--- config.mk ---
export PLATFORM = sky130hd
export DESIGN_NAME = write_merge
export DESIGN_NICKNAME = d
export VERILOG_FILES = /design/src/tgen_pkg.sv /design/src/write_merge.sv
export VERILOG_INCLUDE_DIRS = /design/src
export SDC_FILE = /design/constraint.sdc
export NUM_CORES = 1
export LEC_CHECK = 0
export ABC_AREA = 1
export BUFFER_PORTS_ARGS = -buffer_cell sky130_fd_sc_hd__buf_2
export CORE_MARGIN = 5
export CORE_UTILIZATION = 44
export CTS_BUF_LIST = sky130_fd_sc_hd__clkbuf_8
export DETAILED_ROUTE_END_ITERATION = 7
export PLACE_DENSITY_LB_ADDON = 0.3
export SLEW_MARGIN = 20
export SYNTH_ARGS = -nofsm -noshare
export SYNTH_HDL_FRONTEND = slang
export SYNTH_SLANG_ARGS = --single-unit
--- constraint.sdc ---
create_clock -name clk -period 1.8 [get_ports clk]
set_input_delay 0.09 -clock clk [delete_from_list [all_inputs] [get_ports clk]]
set_output_delay 0.09 -clock clk [all_outputs]
set_load 0.01 [all_outputs]
--- src/tgen_settings.svh ---
`ifndef TGEN_SETTINGS_SVH
`define TGEN_SETTINGS_SVH

// Local bus address width
// Host and output bus share it
`define TGEN_AW 17

// Program counter width
// Four words per entry, so 256 entries per bank
`define TGEN_PCW 10

// Delay granularity shift
// One delay unit is 2**TGEN_GRAN clock cycles
`define TGEN_GRAN 0

// Register map
// Table window is 2**TGEN_PCW words long, aligned to its size
`define TGEN_TABLE_BASE 17'h10000

// Control register, bit 0 selects the bank for the next trigger
`define TGEN_CTRL_ADDR 17'h00100

// Entry layout inside the table window
//   word 0: delay after the write
//   word 1: target address, zero ends the program
//   word 2: low data half-word
//   word 3: high data half-word

`endif

--- src/tgen_pkg.sv ---
`include "tgen_settings.svh"

package tgen_pkg;

	// One beat of the local write bus
	// write is a single-cycle strobe, no handshake
	typedef struct packed {
		logic write;
		logic [`TGEN_AW-1:0] addr;
		logic [31:0] data;
	} lb_bus_t;

	// One write into the program table
	// Address is the word offset inside one bank
	typedef struct packed {
		logic write;
		logic [`TGEN_PCW-1:0] addr;
		logic [15:0] data;
	} table_wr_t;

	// Monitoring flags, MSB first
	// work_prev: the previous run issued at least one write
	// bank_prev: bank register before the last flip
	// bank: bank the host currently writes into
	// bank_next: value requested through the control register
	typedef struct packed {
		logic work_prev;
		logic bank_prev;
		logic bank;
		logic bank_next;
	} tgen_status_t;

endpackage

--- src/write_merge.sv ---
`include "tgen_settings.svh"

module write_merge import tgen_pkg::*; (
	input logic clk,
	input logic rst,
	input lb_bus_t thru_bus,
	input lb_bus_t seq_bus,
	output lb_bus_t out_bus,
	output logic collision,
	output logic [7:0] collision_count
);

	// Winning beat, host first
	lb_bus_t win;

	// Registered output payload
	logic [`TGEN_AW-1:0] out_addr;
	logic [31:0] out_data;
	logic out_write;

	assign win = thru_bus.write ? thru_bus : seq_bus;

	// Payload just follows the winner
	always_ff @(posedge clk) begin
		out_addr <= win.addr;
		out_data <= win.data;
	end

	// Strobe and collision pulse
	// A lost sequencer beat is dropped, never retried
	always_ff @(posedge clk) begin
		if (rst) begin
			out_write <= 1'b0;
			collision <= 1'b0;
		end else begin
			out_write <= thru_bus.write || seq_bus.write;
			collision <= thru_bus.write && seq_bus.write;
		end
	end

	// Counts registered pulses, stops at 255
	always_ff @(posedge clk) begin
		if (rst) begin
			collision_count <= '0;
		end else if (collision && collision_count != 8'hff) begin
			collision_count <= collision_count + 1'b1;
		end
	end

	assign out_bus.write = out_write;
	assign out_bus.addr = out_addr;
	assign out_bus.data = out_data;

	// On a collision the host beat is the one that came out
	a_host_wins: assert property (@(posedge clk) disable iff (rst)
		collision |-> out_bus == $past(thru_bus));

endmodule
==> results.rst <==
.. list-table::
   :header-rows: 1

   * - Metric
     - Value
   * - Max VDD drop
     - 0.547 mV
   * - Number of I/O pins
     - 161
   * - Required time reported for the critical path endpoint
     - 2060 ps
   * - Overall die width
     - 79.7 um
   * - Fraction of final layout cells sized beyond drive strength 1
     - 0.344
   * - EDFF count, synth
     - 0
   * - Post-layout min period
     - 1400 ps
   * - Clock buffer count from CTS
     - 9
   * - Sequential cell fraction of total power
     - 0.460
   * - Final Routed Wirelength
     - 9.26 mm
   * - Critical path endpoint category
     - register
   * - Primary flip-flop cell chosen by synthesis mapping
     - sky130_fd_sc_hd__dfxtp_1
   * - Average wire per cell in the routed design
     - 15.0 um
   * - Global-route track usage on met2
     - 0.531
   * - Cell with the most instances after synthesis
     - sky130_fd_sc_hd__nand2_1
   * - Final sum of negative setup slack
     - 0 ps
   * - DRC violations left
     - 0
   * - Distinct cell type count after synthesis
     - 19
   * - Number of buffers between clock root and the deepest sink
     - 2
   * - Sequential share of the synthesized area
     - 0.552
   * - Leading area contributor after synthesis
     - sky130_fd_sc_hd__dfxtp_1
   * - Buffers added on ports
     - 160
   * - RSZ-0062 raised after global routing
     - false
   * - Number of violations of the max-capacitance limit
     - 0
   * - Final slew viol count
     - 0
   * - Post-synthesis sequential element count
     - 59
   * - Share of the cycle needed by the critical path after routing
     - 0.775
   * - DR iter-0 viols
     - 97
   * - Starting density of the core
     - 0.453
   * - Async set-or-reset flop fraction in the synthesized netlist
     - 0
   * - Switching component of the power
     - 798 uW
   * - Die outline height
     - 79.7 um
   * - Power per cell area
     - 750 nW/um^2
   * - Final-report setup violation count
     - 0
   * - Overall global routing resource usage
     - 0.304
   * - Area of the multi-input gates
     - 837 um^2
   * - Layout fillers
     - 220
   * - Net switching share of the total power
     - 0.256
   * - Power share of the clock group
     - 0.335
   * - Area grow syn2layout
     - 94.0%
   * - Proportion of netlist area held by the largest area contributor
     - 0.552
   * - Via count
     - 2,857
   * - Buffers inserted by post-CTS timing repair
     - 0
   * - Cell Int Power
     - 2310 uW
   * - CP Launch Type
     - input pin
   * - Post-cts repair resize count
     - 0
   * - Root Driver
     - sky130_fd_sc_hd__clkbuf_8
   * - Number of nets in the finished design
     - 648
   * - Num rows
     - 25
   * - Critical path arrival
     - 1660 ps
   * - Top post-synthesis cells by count
     - sky130_fd_sc_hd__nand2_1, sky130_fd_sc_hd__dfxtp_1, sky130_fd_sc_hd__inv_1
   * - Achievable frequency
     - 0.717 GHz
   * - Rel. slew slack
     - 0.674
   * - Placeable core area
     - 4720 um^2
   * - Result of the run
     - complete, no violations
   * - Global-route wire length before repair
     - 14.4 mm
   * - Largest clock skew in the final design
     - 3.72 ps
   * - CP Class
     - in -> reg
   * - Count of inserted antenna diode cells
     - 0
   * - H-Tree Level Count
     - 3
   * - Total power consumption of the routed design
     - 3110 uW
   * - Met1 Resource Use GR
     - 0.292
   * - Die area
     - 6360 um^2
   * - Clk slew on worst S/H paths
     - 60 ps
   * - Crit path max fanout
     - 29
   * - Clock tree from TritonCTS
     - built
   * - Residual antenna-violating net count after detailed routing
     - 0
   * - Grt peak-use layer
     - met2
   * - Detail Placement HPWL
     - 4.48 mm
   * - Synthesized instance count
     - 284
   * - Tightest Pin Transition
     - 488 ps
   * - Vias in the first global route
     - 3,056
   * - Combined area of all synthesized cells
     - 2140 um^2
   * - First drt pass iteration count
     - 4
   * - Initial antenna violation count
     - 0
   * - P_leak
     - 0.00233 uW
   * - Final hold slack
     - 455 ps
   * - Vias per Instance
     - 4.63
   * - Largest net degree at the start of global routing
     - 50
   * - Gpl congestion
     - 0.829
   * - Syn nets
     - 387
   * - Sequential cell area
     - 1180 um^2
   * - Total number of yosys warnings
     - 0
   * - Num Clock Sinks
     - 59
   * - Clock latency at the later pin of the worst-skew pair
     - 320 ps
   * - Avg Cell Area, Syn
     - 7.53 um^2
   * - Hold-fix buffer count after cts
     - 100
   * - Number of endpoints with negative hold slack in the final report
     - 0
   * - Met3 track demand over resource
     - 0.129
   * - Tightest Hold Check Type
     - in -> reg
   * - Sum of overflow across all layers after global routing
     - 0
   * - Combinational Power Share
     - 0.205
   * - Dominant cells by area after synthesis
     - sky130_fd_sc_hd__dfxtp_1, sky130_fd_sc_hd__nand2_1, sky130_fd_sc_hd__inv_1
[stage by stage]
stage / worst slack (ps) / cell area (um^2) / cells / utilization
after floorplan: 578 / 2140 / 284 / -
after global placement: 593 / 2980 / 501 / 0.630
after detailed placement: 512 / 2980 / 501 / 0.630
after CTS: 501 / 4150 / 617 / 0.879
after global routing: 336 / 4150 / 617 / 0.879
final: 405 / 4150 / 617 / 0.879
[layer usage]
layer	routed length, um	share of wire
met5	0	0
met3	917	0.099
met1	3240	0.35
met2	4590	0.50
met4	518	0.056
[layout make-up]
cell class / count / share of cell area
sequential: 59 / 0.285
inverter: 14 / 0.0127
tap: 67 / 0.0202
timing repair buffer: 263 / 0.439
multi-input combinational: 198 / 0.202
clock buffer: 11 / 0.0365
clock inverter: 5 / 0.00512
[layout by cell type (no fill, tap or decap)]
cell	Yosys	routed
sky130_fd_sc_hd__a21o_2	1	1
sky130_fd_sc_hd__a21oi_1	6	6
sky130_fd_sc_hd__buf_2	7	160
sky130_fd_sc_hd__buf_4	3	3
sky130_fd_sc_hd__clkbuf_8	0	11
sky130_fd_sc_hd__clkinv_2	0	2
sky130_fd_sc_hd__dfxtp_1	59	59
sky130_fd_sc_hd__dlygate4sd3_1	0	100
sky130_fd_sc_hd__ha_1	1	1
sky130_fd_sc_hd__inv_1	11	14
sky130_fd_sc_hd__inv_2	3	3
sky130_fd_sc_hd__nand2_1	162	162
sky130_fd_sc_hd__nand2_2	3	3
sky130_fd_sc_hd__nand2_4	1	1
sky130_fd_sc_hd__nand3_1	8	8
sky130_fd_sc_hd__nand3_2	2	2
sky130_fd_sc_hd__nand4_1	1	1
sky130_fd_sc_hd__nor2_1	9	9
sky130_fd_sc_hd__nor2_4	2	2
sky130_fd_sc_hd__nor2_8	1	1
sky130_fd_sc_hd__nor3_1	1	1
[power by group through the flow]
stage,clock (uW),combinational [uW],sequential (uW)
final,1040,637,1430
after global routing,1140,688,1440
after CTS,1060,593,1420
after detailed placement,0,389,1450
after global placement,0,383,1450
after floorplan,0,121,1500
[worst paths after layout]
check                                         from                 end  slack (ps)  depth (start not counted)
worst min-delay path                  thru_bus[49]           out_write         460                          4
worst max-delay path                  thru_bus[49]         out_data[0]         400                          6
worst min register to register  collision_count[5]  collision_count[5]         530                          2
worst max register to register  collision_count[0]  collision_count[4]         500                          6
[cell families (layout without fill, tap and decap cells)]
family | count (synthesis) | count (layout) | synth area share
AND/OR/NAND/NOR | 190 | 190 | 0.367
flip-flops | 59 | 59 | 0.552
buffers and inverters | 27 | 293 | 0.0567
AO/OA/AOI/OAI | 7 | 7 | 0.0181
adder cells (fa/ha/maj) | 1 | 1 | 0.00585
[critical path: stages]
cell,delay (ps)
sky130_fd_sc_hd__buf_2,110
sky130_fd_sc_hd__inv_2,360
sky130_fd_sc_hd__buf_4,310
sky130_fd_sc_hd__nand2_1,100
sky130_fd_sc_hd__nand2_1,100
sky130_fd_sc_hd__dlygate4sd3_1,580
[state kept, by name, summed over array words and instances, names as in the netlist]
name / flops
out_write: 1
out_addr: 17
collision_count: 8
collision: 1
out_data: 32
(Power assumes the default switching activity.)
