### src/tgen_settings.svh
`ifndef TGEN_SETTINGS_SVH
`define TGEN_SETTINGS_SVH

// Local bus address width
// Host and output bus share it
`define TGEN_AW 17

// Program counter width
// Four words per entry, so 256 entries per bank
`define TGEN_PCW 10

// Delay granularity shift
// One delay unit is 2**TGEN_GRAN clock cycles
`define TGEN_GRAN 0

// Register map
// Table window is 2**TGEN_PCW words long, aligned to its size
`define TGEN_TABLE_BASE 17'h10000

// Control register, bit 0 selects the bank for the next trigger
`define TGEN_CTRL_ADDR 17'h00100

// Entry layout inside the table window
//   word 0: delay after the write
//   word 1: target address, zero ends the program
//   word 2: low data half-word
//   word 3: high data half-word

`endif

### src/tgen_pkg.sv
`include "tgen_settings.svh"

package tgen_pkg;

	// One beat of the local write bus
	// write is a single-cycle strobe, no handshake
	typedef struct packed {
		logic write;
		logic [`TGEN_AW-1:0] addr;
		logic [31:0] data;
	} lb_bus_t;

	// One write into the program table
	// Address is the word offset inside one bank
	typedef struct packed {
		logic write;
		logic [`TGEN_PCW-1:0] addr;
		logic [15:0] data;
	} table_wr_t;

	// Monitoring flags, MSB first
	// work_prev: the previous run issued at least one write
	// bank_prev: bank register before the last flip
	// bank: bank the host currently writes into
	// bank_next: value requested through the control register
	typedef struct packed {
		logic work_prev;
		logic bank_prev;
		logic bank;
		logic bank_next;
	} tgen_status_t;

endpackage

### src/host_decode.sv
`include "tgen_settings.svh"

module host_decode import tgen_pkg::*; (
	input logic clk,
	input logic rst,
	input lb_bus_t host_bus,
	output table_wr_t table_wr,
	output lb_bus_t thru_bus,
	output logic bank_next
);

	localparam logic [`TGEN_AW-1:0] table_base = `TGEN_TABLE_BASE;
	localparam logic [`TGEN_AW-1:0] ctrl_addr = `TGEN_CTRL_ADDR;

	// Address class of the current beat
	logic in_table;
	logic is_ctrl;

	// Window check only looks at the bits above the word offset
	assign in_table = host_bus.addr[`TGEN_AW-1:`TGEN_PCW] ==
		table_base[`TGEN_AW-1:`TGEN_PCW];
	assign is_ctrl = host_bus.addr == ctrl_addr;

	// Table port
	// Only the low half-word goes into the memory
	always_comb begin
		table_wr.write = host_bus.write && in_table;
		table_wr.addr = host_bus.addr[`TGEN_PCW-1:0];
		table_wr.data = host_bus.data[15:0];
	end

	// Everything else goes straight on to the merger
	always_comb begin
		thru_bus = host_bus;
		thru_bus.write = host_bus.write && !in_table && !is_ctrl;
	end

	// Requested bank for the next trigger
	// Takes effect only when the sequencer starts a run
	always_ff @(posedge clk) begin
		if (rst) begin
			bank_next <= 1'b0;
		end else if (host_bus.write && is_ctrl) begin
			bank_next <= host_bus.data[0];
		end
	end

	// Each host beat lands in exactly one place
	a_one_dest: assert property (@(posedge clk) disable iff (rst)
		!(table_wr.write && thru_bus.write));

endmodule

### config.mk
export PLATFORM = sky130hd
export DESIGN_NAME = host_decode
export DESIGN_NICKNAME = d
export VERILOG_FILES = /design/src/tgen_pkg.sv /design/src/host_decode.sv
export VERILOG_INCLUDE_DIRS = /design/src
export SDC_FILE = /design/constraint.sdc
export NUM_CORES = 1
export LEC_CHECK = 0
export ABC_AREA = 1
export BUFFER_PORTS_ARGS = -buffer_cell sky130_fd_sc_hd__buf_2
export CAP_MARGIN = 20
export CORE_MARGIN = 2
export CORE_UTILIZATION = 27
export CTS_CLUSTER_DIAMETER = 30
export DETAILED_ROUTE_END_ITERATION = 10
export PLACE_DENSITY = 0.93
export SYNTH_ARGS = -nofsm -noshare
export SYNTH_HDL_FRONTEND = slang
export SYNTH_SLANG_ARGS = --single-unit
### constraint.sdc
create_clock -name clk -period 1.1 [get_ports clk]
set_input_delay 0.22 -clock clk [delete_from_list [all_inputs] [get_ports clk]]
set_output_delay 0.22 -clock clk [all_outputs]
set_load 0.02 [all_outputs]
==> out/results.txt, run 1 <==
The run gives 289 as the number of filler cells placed in the layout. The critical path is of the in2out type. The run gives 11 as the starting DRC count in detailed routing. The area share of the largest cell type after synthesis came out at 0.771. The routed layout has 467 vias.

Based on the critical path, the design can be clocked at up to 790 MHz. The first detailed-routing pass took 2 iterations. Of all cell types, the one taking the most synthesized area is sky130_fd_sc_hd__buf_4. The dominant register cell in the synthesized netlist is sky130_fd_sc_hd__dfxtp_1. Row generation in the floorplan step produced 18 rows.

For the worst-case vdd ir drop, the log shows 0.000174 V. Pin placement for this block handled 130 I/O pins. The number of port buffers works out to 52. The number of nets in the synthesized netlist is 156. Synthesis produced a netlist whose cell count is 104.

Counting I/O delays and the setup requirement, the final critical path takes 1.27 ns. The run gives 451 as the via count of the first global-routing pass. The relative slew slack was 0.887. For this design the ratio of total power to cell area is 463 nW/um2. The number of pins exceeding their max-slew limit in the final report is 0.

The post-route fraction of the period consumed by the critical path is 1.15, and the number of instances in the placed design is 121. Detailed placement ended at an HPWL of 1260 um. The core outline area came out at 2520 um2. The overall routed net length was 1370 um.

For the initial antenna violation count, the log shows 0. The cell area after synthesis is 731 um2. STA classifies the critical path endpoint as an output pin. After detailed routing, the number of remaining DRC violations is 0. In the final design database the tool counted 146 nets. STA classifies the critical path startpoint as a primary input.

Using the TritonRoute via totals, the vias-per-cell ratio works out to 3.83. STA puts the critical path data arrival time at 1.05 ns. The most repeated cell in the gate-level netlist after synthesis is sky130_fd_sc_hd__buf_4. The clock network latency to the later pin of the worst-skew pair was 0 ns. The commonest cells after synthesis are 75 x sky130_fd_sc_hd__buf_4, 9 x sky130_fd_sc_hd__nor2_1, 5 x sky130_fd_sc_hd__inv_1, 5 x sky130_fd_sc_hd__nand2_1, 2 x sky130_fd_sc_hd__nor2_4. Ranked by flip-flop count, first place goes to bank_next. The post-detailed-route count of antenna-violating nets was 0; the placed standard-cell area was 546 um2.

The final hold violation count is 0, and the wire length of the first global-routing pass is 2050 um. After synthesis, the mean cell area works out to 7.03 um2. From bottom edge to top edge, the die measures 56.0 um. The fraction of final layout cells with drive strength greater than 1 was 0.815.

Setup repair after global routing could not meet its margin everywhere. The flow ran to the end, but the final reports show violations. The area overhead of the layout relative to synthesis is -14.7%, and the worst endpoint required time is 0.88 ns. The largest registers in the layout are bank_next: 1 flops. Clock skew on the completed layout was measured at 0 ns. Number of cell instances on the worst register-to-register path: 4.

The tools report the global-route usage over all layers as 0.0766. After routing the design area is 623 um2. The number of storage elements in the synthesis netlist was 1; the pin count of the biggest net entering global routing was 4. For the number of warnings printed during yosys synthesis, the log shows 0.

The routed length per placed instance is 11.2 um. The effective utilization at floorplan is 0.290, and the number of max-cap violations is 0. Yosys attributes the largest share of cell area to sky130_fd_sc_hd__buf_4 77%, sky130_fd_sc_hd__nor2_1 4.6%, sky130_fd_sc_hd__nor2_4 3.1%.

Final hold analysis gives a worst-case slack of 0.440 ns. The minimum setup slack in the final design came out at -0.165 ns. Along the worst hold path, the cell count comes to 0. For the sequential fraction of the synthesis area, the log shows 0.0274. The flip-flop count of the largest register after layout is 1. The floorplan step set the die width to 56.0 um. The congestion estimate from routability-driven global placement came to 0.599.

The final-report setup violation count is 3, and the largest fanout on the critical path is 3. The post-synthesis cell type count is 13, and the static power due to leakage is 0.358 nW. The share of synthesized registers carrying an async set or reset is 0. Counting flops with a built-in enable in the synthesized netlist gives 0.

The total overflow left after global routing is 0. The class of the tightest hold or removal check was in2out. The checks that failed: setup timing.

The floorplan step defined a die boundary enclosing 3140 um2. The antenna diode instance count was 0; the transition time of the tightest slew-check pin was 0.169 ns. The count of cells in the finished layout, fillers not included, comes to 122.
-- layer usage --
metal  share of wire  track usage
met2            0.50        0.145
met5               0            0
met4           0.065       0.0510
met1            0.25       0.0646
met3            0.19       0.0302
-- critical path, stage by stage --
cell and delay, ns:
sky130_fd_sc_hd__buf_6 0.09, sky130_fd_sc_hd__or2_4 0.26, sky130_fd_sc_hd__buf_4 0.14, sky130_fd_sc_hd__nor3b_2 0.17, sky130_fd_sc_hd__buf_4 0.17
-- path summary, 6_finish.rpt --
kind,slack [ns],end,from
hold reg to reg,0.51,bank_next,bank_next
hold / removal,0.44,thru_bus[17],host_bus[17]
setup / recovery,-0.17,table_wr[26],host_bus[42]
setup reg to reg,0.52,bank_next,bank_next
-- placed cells by master (no fill, tap or decap) --
cell / count
sky130_fd_sc_hd__nand3_2: 1
sky130_fd_sc_hd__or2_4: 1
sky130_fd_sc_hd__nor2_1: 6
sky130_fd_sc_hd__buf_6: 8
sky130_fd_sc_hd__nor2_4: 2
sky130_fd_sc_hd__dfxtp_1: 1
sky130_fd_sc_hd__inv_1: 5
sky130_fd_sc_hd__o211ai_1: 1
sky130_fd_sc_hd__nor2_2: 3
sky130_fd_sc_hd__buf_4: 12
sky130_fd_sc_hd__buf_2: 43
sky130_fd_sc_hd__and2_4: 1
sky130_fd_sc_hd__nand4_2: 1
sky130_fd_sc_hd__nand2_1: 4
sky130_fd_sc_hd__nand2_2: 2
sky130_fd_sc_hd__nor3b_2: 1
-- what timing repair did --
item	4_1_cts	5_1_grt
resized for setup	12	4
pin swaps	8	3
setup endpoints to repair	3	3
hold buffers	0	0
setup buffers	0	1
-- final cells by class --
class	count	area [um2]	area share
tap	30	37.5	0.0602
inverter	5	18.8	0.0301
sequential	1	20.0	0.0321
timing repair buffer	63	395	0.635
multi-input combinational	23	151	0.243
-- kinds of logic after synthesis --
family,after synthesis,synth area share
buf+inv,80,0.796
compound gates,1,0.0103
simple gates,22,0.166
flops,1,0.0274
-- power by group --
group          total (mW)  switching, mW  internal [mW]
Combinational       0.252          0.137          0.115
Clock                   0              0              0
Sequential         0.0370    0.000000121         0.0370
-- through the flow --
stage	worst slack, ns	utilization	TNS, ns	total power, mW
after floorplan	0.00768	-	0	0.460
after global routing	-0.233	0.247	-0.561	0.307
after CTS	-0.149	0.237	-0.277	0.283
final	-0.165	0.247	-0.349	0.289
after detailed placement	-0.205	0.216	-0.422	0.266
after global placement	-0.170	0.216	-0.362	0.262
No activity file was read; power rests on OpenSTA's default activity.
==> run 2, diff against run 1 <==
==> constraint.sdc (replaced) <==
create_clock -name clk -period 1.1 [get_ports clk]
set_input_delay 0.165 -clock clk [delete_from_list [all_inputs] [get_ports clk]]
set_output_delay 0.165 -clock clk [all_outputs]
set_load 0.02 [all_outputs]
==> run 2 against run 1 <==
  * The run still ends with setup timing left
  * Setup slack gained 0.14 ns
  * Design area shrank 10%
  * Maximum frequency grew 12%
  * Sequential cell count is the same
  * Critical path type unchanged
  * Wire length shrank 0.58%
  * Core utilization shrank 2.5 points
  * Register-to-register slack is essentially flat
  * Worst hold slack lost 0.11 ns
  * Highest routed layer unchanged
==> out/results.txt, run 2 (synthesized netlist as in run 1, its figures left out) <==
The run gives 4 (unchanged) as the pin count of the biggest net entering global routing. The via total after detailed routing was 456 (-2.4%). Tracing the worst setup path back leads to its startpoint at host_bus[42]. The clock network latency to the later pin of the worst-skew pair came out at 0 ns (unchanged). The transition time of the tightest slew-check pin came out at 0.147 ns (-0.0225 ns).

The aggregate negative setup slack is -0.0311 ns (+0.318 ns). The startpoint identified for the worst hold timing path is host_bus[17]. Die extent in y: 56.0 um (unchanged).

STA classifies the critical path startpoint as a primary input. The final worst hold slack came out at 0.330 ns (-0.110 ns). In this run the critical register-to-register path is launched from bank_next.

The effective utilization at floorplan came out at 0.290 (unchanged). The number of port buffers works out to 52 (unchanged). The highest achievable clock rate is 888 MHz (+12%). The logs give 0.94 ns (+0.06 ns) for the worst endpoint required time and 2 (-1) for the final-report setup violation count. The run gives 133 uW (-12%) as the internal power consumption.

The logs give -0.0707 ns (+0.135 ns) for the placement-stage worst setup slack and 0 (unchanged) for the relative contribution of the clock network to total power. Final critical path time including I/O delays and setup: 1.13 ns (-0.139 ns). The tools report the number of nets in the layout as 142 (-2.7%). Nature of the critical path endpoint: an output pin. The checks that failed: setup timing.

The post-route fraction of the period consumed by the critical path is 1.02 (-0.126). The run gives 298 (+3.1%) as the number of filler cells placed in the layout. The number of cell instances on the worst register-to-register path is 4 (unchanged), and the sequential cell fraction of total power is 0.138 (+0.010). Routed via count divided by cell count: 3.86 (+0.95%). The die boundary width is 56.0 um (unchanged), and the total net switching power is 135 uW (-1.4%). The number of instances in the placed design is 117 (-3.3%), and the worst-case vdd ir drop is 0.000150 V (-14%). The wire length of the first global-routing pass came out at 1950 um (-4.7%). The most congested layer reported by global routing is met2. The routed length per placed instance was 11.6 um (+2.8%); the die outline area was 3140 um2 (unchanged).

In the layout the commonest cells are 48 x sky130_fd_sc_hd__buf_2, 7 x sky130_fd_sc_hd__buf_4, 6 x sky130_fd_sc_hd__nor2_1. The tools report the antenna diode instance count as 0 (unchanged). The tools report the area used by multi-input combinational logic as 146 um2 (-3.3%). The data arrival at the endpoint of the critical path is 0.96 ns (-0.09 ns), and the largest fanout on the critical path is 3 (unchanged). The area overhead of the layout relative to synthesis is -23.3%, and the filler-free cell count of the finished design is 118 (-3.3%).

The tools report the final standard cell utilization of the core as 0.222 (-0.0248). The flip-flop count of the largest register after layout is 1 (unchanged). The starting DRC count in detailed routing came out at 16 (+5).

The flow ran to the end, but the final reports show violations. The standard-cell row count was 18 (unchanged); the routability-driven placement congestion ratio was 0.596 (-0.55%). Path type of the worst setup path: in2out. For the via count of the first global-routing pass, the log shows 417 (-7.5%).

Leaving out fill and tap cells, the most frequent cell in the layout is sky130_fd_sc_hd__buf_2. Overall routed net length: 1360 um (-0.58%). The final hold violation count is 0 (unchanged). The tools report the post-detailed-route count of antenna-violating nets as 0 (unchanged).

The logs give 0.0326 (+0.00233) for the met3 demand-to-capacity share in global routing and 20.0 um2 (unchanged) for the flip-flop and latch area. The number of pins exceeding their max-slew limit in the final report was 0 (unchanged). The remaining routing DRC violations came out at 0 (unchanged). The run gives 0.330 nW (-7.7%) as the static power due to leakage. The net switching share of the total power was 0.504 (+0.0291); the number of top-level pins was 130 (unchanged). Number of max-cap violations: 0 (unchanged).

Setup repair after global routing could not meet its margin everywhere. The number of detailed-routing iterations run before antenna repair is 2 (unchanged), and the core outline area is 2520 um2 (unchanged). Counting flops per register, the top entry is bank_next. The global routing usage on met1 came out at 0.0634 (-0.00129).

The ratio of total power to cell area is 478 nW/um2 (+3.2%). The total congestion overflow after global routing was 0 (unchanged); the initial antenna violation count was 0 (unchanged). The half-perimeter wire length after placement came out at 1240 um (-2.0%).

In the final layout, the registers with the most flip-flops are bank_next: 1 flops. Worst hold path stage count: 0 (unchanged). The fraction of final layout cells with drive strength greater than 1 is 0.795 (-0.0198). The global-route usage over all layers is 0.0743 (-0.00234). For the setup clock skew after layout, the log shows 0 ns (unchanged). For the met2 capacity usage during global routing, the log shows 0.136 (-0.00840).

The logs give 0.902 (+0.0150) for the relative slew slack and -0.0262 ns (+0.139 ns) for the minimum setup slack in the final design. The share of power burned in combinational logic came out at 0.862 (-0.010). The class of the tightest hold or removal check was in2out.
-- run 2: cell types whose count changed in the layout (fill, tap and decap cells not counted), sizes merged --
cell,change
buf,-4
-- run 2: worst paths after layout --
check | to | slack [ns]
worst max-delay path | thru_bus[49] | -0.03
worst min-delay path | thru_bus[17] | 0.33
worst max register to register | bank_next | 0.52
worst min register to register | bank_next | 0.50
-- run 2: layout make-up --
class	instances	share of cell area
tap	30	0.0670
timing repair buffer	59	0.603
inverter	5	0.0335
sequential	1	0.0357
multi-input combinational	23	0.261
-- run 2: power groups by stage --
stage / sequential (mW) / clock, mW / combinational, mW
6_report: 0.0370 / 0 / 0.231
5_1_grt: 0.0370 / 0 / 0.248
4_1_cts: 0.0370 / 0 / 0.224
3_5_place_dp: 0.0370 / 0 / 0.217
3_3_place_gp: 0.0370 / 0 / 0.215
2_1_floorplan: 0.0370 / 0 / 0.423
-- run 2: metrics by stage --
step	total power, mW	area, um2
floorplan	0.460	736
global placement	0.252	515
detailed placement	0.254	515
CTS	0.261	531
global route	0.285	561
finish	0.268	561
-- run 2: layer usage --
layer / routed length, um / up-vias / part of all wire
met5: 0 / - / 0
met4: 89 / 0 / 0.065
met3: 278 / 18 / 0.20
met2: 684 / 47 / 0.50
met1: 310 / 184 / 0.23
li1: - / 207 / -
-- run 2: worst max-delay path: stages --
cell and delay, ns:
sky130_fd_sc_hd__buf_6 0.09, sky130_fd_sc_hd__or2_4 0.26, sky130_fd_sc_hd__nor2_4 0.09, sky130_fd_sc_hd__nand3_1 0.08
sky130_fd_sc_hd__o211ai_1 0.08, sky130_fd_sc_hd__inv_1 0.07, sky130_fd_sc_hd__buf_6 0.13
-- run 2: what timing repair did --
| action | in CTS | in global routing |
|---|---|---|
| endpoints found under the setup margin | 3 | 3 |
| resized for setup | 4 | 7 |
| hold buffers | 0 | 0 |
| buffers inserted | 0 | 1 |
| pin swaps | 3 | 2 |
