===== config.mk =====
export PLATFORM = sky130hd
export DESIGN_NAME = program_sequencer
export DESIGN_NICKNAME = d
export VERILOG_FILES = /design/src/tgen_pkg.sv /design/src/program_sequencer.sv
export VERILOG_INCLUDE_DIRS = /design/src
export SDC_FILE = /design/constraint.sdc
export NUM_CORES = 1
export LEC_CHECK = 0
export BUFFER_PORTS_ARGS = -buffer_cell sky130_fd_sc_hd__buf_2
export CORE_MARGIN = 4
export CORE_UTILIZATION = 45
export DETAILED_ROUTE_END_ITERATION = 8
export PLACE_DENSITY = 0.82
export SLEW_MARGIN = 30
export SYNTH_ARGS = -nofsm -noshare
export SYNTH_HDL_FRONTEND = slang
export SYNTH_SLANG_ARGS = --single-unit
export TNS_END_PERCENT = 5

===== constraint.sdc =====
create_clock -name clk -period 2.4 [get_ports clk]
set_input_delay 0.48 -clock clk [delete_from_list [all_inputs] [get_ports clk]]
set_output_delay 0.48 -clock clk [all_outputs]
set_load 0.005 [all_outputs]

===== src/tgen_settings.svh =====
`ifndef TGEN_SETTINGS_SVH
`define TGEN_SETTINGS_SVH

// Local bus address width
// Host and output bus share it
`define TGEN_AW 17

// Program counter width
// Four words per entry, so 256 entries per bank
`define TGEN_PCW 10

// Delay granularity shift
// One delay unit is 2**TGEN_GRAN clock cycles
`define TGEN_GRAN 0

// Register map
// Table window is 2**TGEN_PCW words long, aligned to its size
`define TGEN_TABLE_BASE 17'h10000

// Control register, bit 0 selects the bank for the next trigger
`define TGEN_CTRL_ADDR 17'h00100

// Entry layout inside the table window
//   word 0: delay after the write
//   word 1: target address, zero ends the program
//   word 2: low data half-word
//   word 3: high data half-word

`endif


===== src/tgen_pkg.sv =====
`include "tgen_settings.svh"

package tgen_pkg;

	// One beat of the local write bus
	// write is a single-cycle strobe, no handshake
	typedef struct packed {
		logic write;
		logic [`TGEN_AW-1:0] addr;
		logic [31:0] data;
	} lb_bus_t;

	// One write into the program table
	// Address is the word offset inside one bank
	typedef struct packed {
		logic write;
		logic [`TGEN_PCW-1:0] addr;
		logic [15:0] data;
	} table_wr_t;

	// Monitoring flags, MSB first
	// work_prev: the previous run issued at least one write
	// bank_prev: bank register before the last flip
	// bank: bank the host currently writes into
	// bank_next: value requested through the control register
	typedef struct packed {
		logic work_prev;
		logic bank_prev;
		logic bank;
		logic bank_next;
	} tgen_status_t;

endpackage


===== src/program_sequencer.sv =====
`include "tgen_settings.svh"

module program_sequencer import tgen_pkg::*; (
	input logic clk,
	input logic rst,
	input logic trig,
	input logic bank_next,
	output logic [`TGEN_PCW:0] rd_addr,
	input logic [15:0] rd_data,
	output lb_bus_t seq_bus,
	output tgen_status_t status
);

	// Timer holds a shifted 16-bit delay
	localparam int tw = 16 + `TGEN_GRAN;

	logic [`TGEN_PCW-1:0] pc;
	logic [1:0] subcycle;
	logic [tw-1:0] timer;

	// Run control
	logic start;
	logic start_d;
	logic advance;
	logic end_prog;

	// Bank and history
	logic bank;
	logic bank_prev;
	logic work_prev;
	logic did_work;

	// Read data pipeline
	logic [15:0] word_d1;
	logic [15:0] word_d2;
	logic addr_zero;
	logic write_cycle;

	assign subcycle = pc[1:0];

	// Trigger counts only when idle
	// start_d blocks a held trigger from flipping the banks twice
	assign start = trig && pc == '0 && !start_d;

	// Idle: step off zero one cycle after the trigger
	// Running: subcycles 1 to 3 always step, subcycle 0 waits for the timer
	assign advance = (pc == '0) ? start_d : (subcycle != 2'd0 || timer == '0);

	// Zero target address seen in the entry's last subcycle
	assign end_prog = subcycle == 2'd3 && addr_zero;

	always_ff @(posedge clk) begin
		if (rst) begin
			pc <= '0;
			timer <= '0;
			start_d <= 1'b0;
		end else begin
			start_d <= start;
			if (end_prog) begin
				pc <= '0;
			end else if (advance) begin
				pc <= pc + 1'b1;
			end
			// Delay word arrives while pc sits at subcycle 1
			if (subcycle == 2'd1) begin
				timer <= tw'(rd_data) << `TGEN_GRAN;
			end else if (subcycle == 2'd0 && timer != '0) begin
				timer <= timer - 1'b1;
			end
		end
	end

	// Atomic bank flip at the start of a run
	always_ff @(posedge clk) begin
		if (rst) begin
			bank <= 1'b0;
			bank_prev <= 1'b0;
			work_prev <= 1'b0;
		end else if (start) begin
			bank <= bank_next;
			bank_prev <= bank;
			work_prev <= did_work;
		end
	end

	// Set by the first write of a run
	always_ff @(posedge clk) begin
		if (rst) begin
			did_work <= 1'b0;
		end else if (start) begin
			did_work <= 1'b0;
		end else if (write_cycle) begin
			did_work <= 1'b1;
		end
	end

	// Sequencer reads the bank the host is not writing
	assign rd_addr = {~bank, pc};

	// Delay line lining up address, low and high half-words
	always_ff @(posedge clk) begin
		word_d1 <= rd_data;
		word_d2 <= word_d1;
	end

	// addr_zero looks at the address word, valid in subcycle 3
	always_ff @(posedge clk) begin
		if (rst) begin
			addr_zero <= 1'b0;
			write_cycle <= 1'b0;
		end else begin
			addr_zero <= rd_data == '0;
			write_cycle <= subcycle == 2'd3 && !addr_zero;
		end
	end

	// High half-word is on the read port during the write cycle
	assign seq_bus.write = write_cycle;
	assign seq_bus.addr = {{(`TGEN_AW-16){1'b0}}, word_d2};
	assign seq_bus.data = {rd_data, word_d1};

	assign status.work_prev = work_prev;
	assign status.bank_prev = bank_prev;
	assign status.bank = bank;
	assign status.bank_next = bank_next;

	// Writes only happen inside a run
	a_write_in_run: assert property (@(posedge clk) disable iff (rst)
		seq_bus.write |-> pc != '0);

	// The terminator never reaches the bus
	a_no_zero_addr: assert property (@(posedge clk) disable iff (rst)
		seq_bus.write |-> seq_bus.addr != '0);

endmodule


==> results of run 1 <==
[worst reg2reg max path: cells and delay by family, from the launching register on]
family | cells | cell delay [ps]
compound gates | 2 | 590
buf+inv | 3 | 380
fa+ha+maj | 1 | 160
simple gates | 1 | 510
flops | 1 | 360
[sequential cells by signal (all words and copies together), names as in the netlist]
| signal | count |
|---|---|
| addr_zero | 1 |
| timer | 16 |
| bank_prev | 1 |
| word_d2 | 16 |
| word_d1 | 16 |
| bank | 1 |
| start_d | 1 |
| did_work | 1 |
| pc | 10 |
| work_prev | 1 |
| write_cycle | 1 |
[final cells by class]
cell class | instances | share of cell area
clock buffers | 10 | 0.0420
inverters | 14 | 0.0161
multi-input cells | 170 | 0.347
flip-flops and latches | 65 | 0.398
well taps | 75 | 0.0287
clock inverters | 6 | 0.0279
repair buffers | 89 | 0.141
[worst min path at each step]
stage | end | startpoint | cells after the start
after floorplan | word_d2[0] | word_d1[0] | 0
after global placement | word_d2[3] | word_d1[3] | 0
after detailed placement | word_d2[2] | word_d1[2] | 0
after CTS | word_d1[14] | rd_data[14] | 1
after global routing | word_d1[14] | rd_data[14] | 1
final | word_d1[14] | rd_data[14] | 1
[per-layer routing]
layer  GRT usage  vias up  share of wire
met5           0        -              0
met4      0.0763        0          0.017
met3      0.0355       14          0.078
met2       0.296      114           0.48
met1       0.218     1064           0.42
li1            -     1135              -
[power groups by stage]
stage / registers (mW) / logic [mW] / clock network [mW]
after floorplan: 1.41 / 1.07 / 0
after global placement: 1.45 / 1.31 / 0
after detailed placement: 1.46 / 1.37 / 0
after CTS: 1.44 / 1.38 / 1.06
after global routing: 1.48 / 1.55 / 1.11
final: 1.45 / 1.41 / 1.05
[through the flow]
step	setup slack [ps]	power, mW
floorplan	487	2.48
global placement	459	2.75
detailed placement	240	2.83
CTS	203	3.88
global route	134	4.14
finish	261	3.91
[cell families (layout without fill, tap and decap cells)]
family                     count (synthesis)  in the layout
AOI/OAI and AO/OA                         43             43
adders and majority gates                  4              4
buffers and inverters                     49            119
DFF                                       65             65
muxes                                     15             15
other                                      1              1
and+or+nand+nor                          107            107
[synthesized netlist by cell type (2+ instances only)]
library cell	number	share of area
a2111oi_0	3	0.0097
a211oi_1	6	0.017
a21oi_1	7	0.013
a311oi_1	12	0.039
a31o_1	2	0.0065
a31oi_1	2	0.0046
and3_1	7	0.016
and4_1	4	0.013
buf_4	22	0.061
buf_6	2	0.0083
clkbuf_1	9	0.012
dfxtp_1	65	0.48
ha_1	4	0.018
inv_1	13	0.018
mux2i_1	15	0.055
nand2_1	17	0.024
nand2b_1	9	0.021
nand3_1	6	0.011
nand4_1	4	0.0092
nor2_1	26	0.036
nor2b_1	4	0.0092
nor3_1	5	0.0092
nor4_1	12	0.028
o21ai_0	2	0.0037
o21ai_1	2	0.0037
or4_1	5	0.014
==> impl_metrics.ini, run 1 <==
[cells_and_area]
fillCellCount = 501
diodes = 0
layout-drive-gt1-share = 0.314
final_common_cell = buf_2
post-route-util = 0.556
final_cells = 429
area_delta_synth_final_pct = 20.6
area.sequential_sq_um = 1300
final_cell_mix = 83 x buf_2, 65 x dfxtp_1, 26 x nor2_1
multiInputGateArea_sq_um = 1140
nets = 373
postLayoutCellArea_sq_um = 3270

[routing]
vias = 2327
drc = 0
routedWlPerCell_um = 15.1
viasPerCell = 5.42
routed_wl_mm = 6.48
dr.pass1.iters = 4
drt_iter0_drc = 285
ant_nets = 0

[setup_path]
reg2reg_to = timer[5]
max_stage_delay_ps = 510
reg2reg_from = pc[0]
end_kind = flip-flop
crit_chain = inv_1 -> ha_1 -> buf_4 -> inv_1 -> nor3_1 -> a311oi_1 -> a2111oi_0
critPathKind = flip-flop to flip-flop
cp_slowest_cell = nor3_1
cp.arrival_ps = 2340
path_max_fanout = 13
r2r_cells = 7
path_depth = 7
rrSetupSlack_ps = 260
crit_top_cell = inv_1
crit_path_start = pc[0]
crit_required_ps = 2600
crit_path_end = timer[5]
start_kind = flip-flop
critPathTopFamily = compound AO/OA/AOI/OAI gates
path_buf_inv = 3

[clocking]
cts_sinks = 65
worstSkewPairLatency_ps = 340
cts_root_buf = clkbuf_8
post-cts-setup-buffer-count = 0
cts_hold_buffers = 0
cts.clk_slew.worst_paths_ps = 70
cts_tree = done
cts_buffer_depth = 2
cts_resized = 0
numCtsBuffers = 9
htreeDepth = 3

[grt]
track_usage = 0.176
grt_pass1_wl_mm = 10.3
first_global_vias = 2095
grt_max_degree = 26
gr-total-overflow = 0
antenna_found_initial = 0

[sta]
worst_pin_slew_ps = 653
setup_violations = 0
grt_setup_unrepaired = no
period_share = 0.891
clock_skew_ps = 10.2
slew_headroom = 0.562
hold_ws_ps = 275
fin_setup_tns_ps = 0
timing.fmax_mhz = 467
period_needed_ps = 2140
hold_violations = 0
slew_viol_final = 0

[synth]
async_reset_ff_frac = 0
ys_warn_count = 0
synth-seq-cells = 65
synth_cell_type_count = 45
synth_compound_area_frac = 0.120
synth-simple-area-share = 0.222
synthAdderAreaFrac = 0.0184
synth_edf_count = 0
syn-num-nets = 308
syn_inst = 284
syn-cell-area_sq_um = 2720
synth_xor_area_frac = 0
synth_top_family_by_area = simple AND/OR/NAND/NOR gates
synth_ff_type = dfxtp_1
synth_seq_area_share = 0.479
synth.avg_cell_area_sq_um = 9.56
muxShareOfSynthArea = 0.0553

[die]
die_area_sq_um = 7340
boundaryPins = 85
start_util = 0.461
core_sq_um = 5890
die_x_um = 85.7
rows = 28
die_height_um = 85.7

[place]
placement.io_buffers = 83
hpwl_mm = 4.50
dpl_cell_area_sq_um = 3040
place.gp.congestion = 0.861
dp.cells = 413

[flow_run]
max-cap-violations = 0

[pwr]
powerDensity_nw_per_um2 = 1190
p_clk_frac = 0.268
leakage_nw = 1.46
sw_frac_of_total = 0.373
ir_worst_vdd_v = 0.000579
p_switching_mw = 1.46
p_int_mw = 2.45
power_frac_seq = 0.371
p_comb_frac = 0.360

[run_status]
status = complete, no violations

[min_path]
hp-class = primary input to flip-flop
No activity file was read; power rests on OpenSTA's default activity.
==> inputs of run 2 (changes only) <==
--- a/config.mk
+++ b/config.mk
@@ -10,7 +10,7 @@
 export CORE_MARGIN = 4
 export CORE_UTILIZATION = 45
 export DETAILED_ROUTE_END_ITERATION = 8
-export PLACE_DENSITY = 0.82
+export PLACE_DENSITY = 0.81
 export SLEW_MARGIN = 30
 export SYNTH_ARGS = -nofsm -noshare
 export SYNTH_HDL_FRONTEND = slang
==> constraint.sdc (replaced) <==
create_clock -name clk -period 2.7 [get_ports clk]
set_input_delay 0.54 -clock clk [delete_from_list [all_inputs] [get_ports clk]]
set_output_delay 0.54 -clock clk [all_outputs]
set_load 0.005 [all_outputs]
==> run 2 against run 1 <==
Effect of this change:
- cell count down 0.70%
- combinational power decreased by 17%
- flip-flop and latch count unchanged
- worst setup slack improved by 330 ps
- critical path depth is 2 lower
- sequential share of layout area increased by 0.77 points
- clock skew decreased by 3.0 ps
- worst hold slack gained 57 ps
- register-to-register slack better by 330 ps
- core utilization fell by 1.1 points
- critical path type unchanged
==> impl_metrics.ini, run 2 (same netlist as run 1, synthesis figures left out) <==
[run_status]
status = complete, no violations

[cells_and_area]
layout-drive-gt1-share = 0.305
area.sequential_sq_um = 1300
final_cell_mix = 83 x buf_2, 65 x dfxtp_1, 26 x nor2_1
nets = 370
multiInputGateArea_sq_um = 1130
fillCellCount = 542
postLayoutCellArea_sq_um = 3210
diodes = 0
reg_top3 = timer: 16 flops, word_d1: 16 flops, word_d2: 16 flops
final_common_cell = buf_2
area_delta_synth_final_pct = 18.2

[routing]
dr_wl_met2_mm = 2.95
vias = 2270
viasPerCell = 5.33
wl_met3_um = 428
routedWlPerCell_um = 13.8
ant_nets = 0
drt_iter0_drc = 173
drc = 0
top_layer_used = met4
met1Wirelength_mm = 2.40
dr.pass1.iters = 4
routed_wl_mm = 5.88

[die]
die_height_um = 85.7
die_area_sq_um = 7340
start_util = 0.461
die_x_um = 85.7
boundaryPins = 85
core_sq_um = 5890
rows = 28

[sta]
period_needed_ps = 2110
finalWorstSetupSlack_ps = 589
period_share = 0.782
slew_viol_final = 0
clock_skew_ps = 7.25
worst_pin_slew_ps = 718
slew_headroom = 0.521
timing.fmax_mhz = 474
fin_setup_tns_ps = 0
hold_violations = 0
grt_setup_unrepaired = no
setup_violations = 0

[grt]
track_usage = 0.167
grt_max_degree = 26
first_global_vias = 2224
grt_pass1_wl_mm = 9.85
gr-total-overflow = 0
antenna_found_initial = 0

[min_path]
hp-class = primary input to flip-flop
holdPathStages = 1

[clocking]
cts_buffer_depth = 2
post-cts-setup-buffer-count = 0
cts_tree = done
cts_hold_buffers = 0
numCtsBuffers = 9
htreeDepth = 3
cts_sinks = 65
cts_resized = 0
worstSkewPairLatency_ps = 340
cts_root_buf = clkbuf_8
cts.clk_slew.worst_paths_ps = 70

[pwr]
leakage_nw = 1.44
ir_worst_vdd_v = 0.000559
powerDensity_nw_per_um2 = 1010

[setup_path]
crit_top_cell = inv_1
cp.arrival_ps = 2320
rrSetupSlack_ps = 590
critPathTopFamily = buffers and inverters
path_max_fanout = 25
path_depth = 5
path_buf_inv = 2
cp_slowest_cell = inv_1
end_kind = flip-flop
max_stage_delay_ps = 610
start_kind = flip-flop
crit_required_ps = 2910
r2r_cells = 5
critPathKind = flip-flop to flip-flop
crit_chain = inv_1 -> ha_1 -> inv_1 -> nor2_1 -> a2111oi_0

[place]
place.gp.congestion = 0.841
hpwl_mm = 4.33
placement.io_buffers = 83
dpl_cell_area_sq_um = 3020
dp_slack_ps = 630

[flow_run]
max-cap-violations = 0
==> run 2: cell count changes in the layout (fill, tap and decap cells not counted), sizes merged <==
cell	change
clkbuf	-1
inv	+1
clkinv	+3
buf	-3
clkinvlp	-2
bufinv	-1
==> run 2: path summary, 6_finish.rpt <==
| path | from | to |
|---|---|---|
| worst min register to register | word_d1[7] | word_d2[7] |
| worst min-delay path | rd_data[4] | word_d1[4] |
| worst max register to register | pc[1] | timer[7] |
| worst max-delay path | pc[1] | timer[7] |
==> run 2: per-stage QoR <==
stage               std cells  total power, mW  hold slack [ps]   util
detailed placement        410             2.45              330  0.513
floorplan                 284             2.21              353      -
finish                    426             3.24              332  0.545
global placement          410             2.41              329  0.513
global route              426             3.48              331  0.545
CTS                       426             3.26              317  0.545
==> run 2: metal layers <==
metal	track usage	vias up
met5	0	-
met4	0.0662	0
met3	0.0624	15
met2	0.280	79
met1	0.192	1050
li1	-	1126
==> run 2: final cells by class <==
type | count | area share
tap | 75 | 0.0292
inverter | 14 | 0.0164
clock inverter | 7 | 0.0218
sequential | 65 | 0.405
multi-input combinational | 170 | 0.352
timing repair buffer | 86 | 0.136
clock buffer | 9 | 0.0386
==> run 2: worst reg2reg max path: stages (launching register included) <==
cell and delay (ps):
dfxtp_1 390, inv_1 80, ha_1 360, inv_1 610, nor2_1 130, a2111oi_0 430
==> run 2: power breakdown <==
part	internal, mW	switching, mW	total [mW]
clock network	0.425	0.370	0.796
logic	0.481	0.687	1.17
registers	1.11	0.166	1.28
total	2.02	1.22	3.24
==> inputs of run 3 (changes only) <==
==> constraint.sdc (replaced) <==
create_clock -name clk -period 1.99 [get_ports clk]
set_input_delay 0.398 -clock clk [delete_from_list [all_inputs] [get_ports clk]]
set_output_delay 0.398 -clock clk [all_outputs]
set_load 0.005 [all_outputs]
==> run 3 against run 2 <==
Effect of this change:
- clock skew fell by 1.8 ps
- worst setup slack got worse by 460 ps
- global-route usage rose by 0.27 points
- non-clock buffer count rose by 11
- total power rose by 43%
- via count rose by 2.2%
- die area did not move
- wire length rose by 6.5%
- clock-buffer cell count did not move
- first-iteration DRC count fell by 19%
- fmax rose by 14%
==> impl_metrics.ini, run 3 (same netlist as run 1, synthesis figures left out) <==
[setup_path]
reg2reg_from = pc[7]
reg2reg_to = work_prev
start_kind = flip-flop
cp.arrival_ps = 2080
crit_required_ps = 2210
max_stage_delay_ps = 600
cp_slowest_cell = or4_4
end_kind = flip-flop
path_max_fanout = 5
crit_chain = or4_1 -> or4_4 -> mux2i_1 -> nor2_1
critPathKind = flip-flop to flip-flop
r2r_cells = 4
rrSetupSlack_ps = 130

[min_path]
hp-class = primary input to flip-flop
holdPathEnd = word_d1[9]
hold_start = rd_data[9]
holdPathStages = 1

[clocking]
numCtsBuffers = 9
cts.clk_slew.worst_paths_ps = 70
cts_buffer_depth = 2
worstSkewPairLatency_ps = 340
htreeDepth = 3
cts_hold_buffers = 0
cts_tree = done
cts_root_buf = clkbuf_8
cts_resized = 0
post-cts-setup-buffer-count = 0
cts_sinks = 65

[cells_and_area]
reg_top3 = timer: 16 flops, word_d1: 16 flops, word_d2: 16 flops
postLayoutCellArea_sq_um = 3330
nets = 381
multiInputGateArea_sq_um = 1160
final_common_cell = buf_2
final_cell_mix = 83 x buf_2, 64 x dfxtp_1, 26 x nor2_1
layout-drive-gt1-share = 0.348
post-route-util = 0.565
area_delta_synth_final_pct = 22.5
area.sequential_sq_um = 1300
fillCellCount = 522
diodes = 0

[die]
rows = 28
start_util = 0.461
core_sq_um = 5890
die_area_sq_um = 7340
boundaryPins = 85
die_height_um = 85.7
die_x_um = 85.7

[place]
hpwl_mm = 4.48
dpl_cell_area_sq_um = 3100
place.gp.congestion = 0.841
placement.io_buffers = 83

[run_status]
status = complete, no violations

[grt]
busiest_layer = met2
gr-total-overflow = 0
track_usage = 0.170
grt_use_met2 = 0.292
grt_pass1_wl_mm = 9.88
use_met3 = 0.0548
antenna_found_initial = 0
met1_usage = 0.192
grt_max_degree = 26
first_global_vias = 2199

[routing]
routed_wl_mm = 6.26
drc = 0
vias = 2320
viasPerCell = 5.31
ant_nets = 0
routedWlPerCell_um = 14.3
drt_iter0_drc = 140
dr.pass1.iters = 4

[flow_run]
max-cap-violations = 0

[sta]
period_needed_ps = 1860
clock_skew_ps = 5.43
setup_violations = 0
period_share = 0.935
timing.fmax_mhz = 538
slew_viol_final = 0
hold_violations = 0

[pwr]
ir_worst_vdd_v = 0.000686
powerDensity_nw_per_um2 = 1400
leakage_nw = 1.50
run 3: cell count changes in the layout (fill, tap and decap cells not counted), sizes merged:
cell / before / now
buf: 86 / 97
run 3: critical path: cells and delay by family, from the launching register on:
kind	cells	cell delay [ps]
simple gates	3	1230
flops	1	320
mux	1	200
run 3: per-stage QoR:
step	cells	TNS, ps	worst slack [ps]	hold WS (ps)	power (mW)
final	437	0	130	190	4.65
after global routing	437	-16.4	-16.4	181	4.96
after CTS	437	0	45.1	181	4.56
after detailed placement	421	0	41.0	333	3.44
after global placement	421	0	99.4	329	3.38
after floorplan	284	0	77.5	353	2.99
run 3: worst max path at each step:
stage | start | to | slack (ps) | cells past startpoint
3_3_place_gp | pc[9] | bank | 100 | 4
6_report | pc[7] | work_prev | 130 | 4
4_1_cts | pc[1] | timer[11] | 50 | 7
2_1_floorplan | pc[0] | timer[13] | 80 | 6
3_5_place_dp | pc[1] | timer[11] | 40 | 7
5_1_grt | timer[0] | timer[5] | -20 | 7
run 3: metal layers:
metal / part of all wire / vias up
met5: 0 / -
met4: 0.019 / 0
met3: 0.065 / 13
met2: 0.51 / 71
met1: 0.41 / 1083
li1: - / 1153
run 3: layout make-up:
| cell class | count | area share |
|---|---|---|
| flip-flops and latches | 65 | 0.392 |
| repair buffers | 97 | 0.156 |
| inverters | 14 | 0.0158 |
| well taps | 75 | 0.0282 |
| multi-input cells | 170 | 0.350 |
| clock inverters | 7 | 0.0211 |
| clock buffers | 9 | 0.0372 |
run 3: where the power goes:
group / switching, mW / leakage [nW] / internal (mW) / total [mW]
Combinational: 1.01 / 0.863 / 0.803 / 1.82
Sequential: 0.222 / 0.541 / 1.51 / 1.73
Clock: 0.522 / 0.0994 / 0.577 / 1.10
Total: 1.76 / 1.50 / 2.89 / 4.65
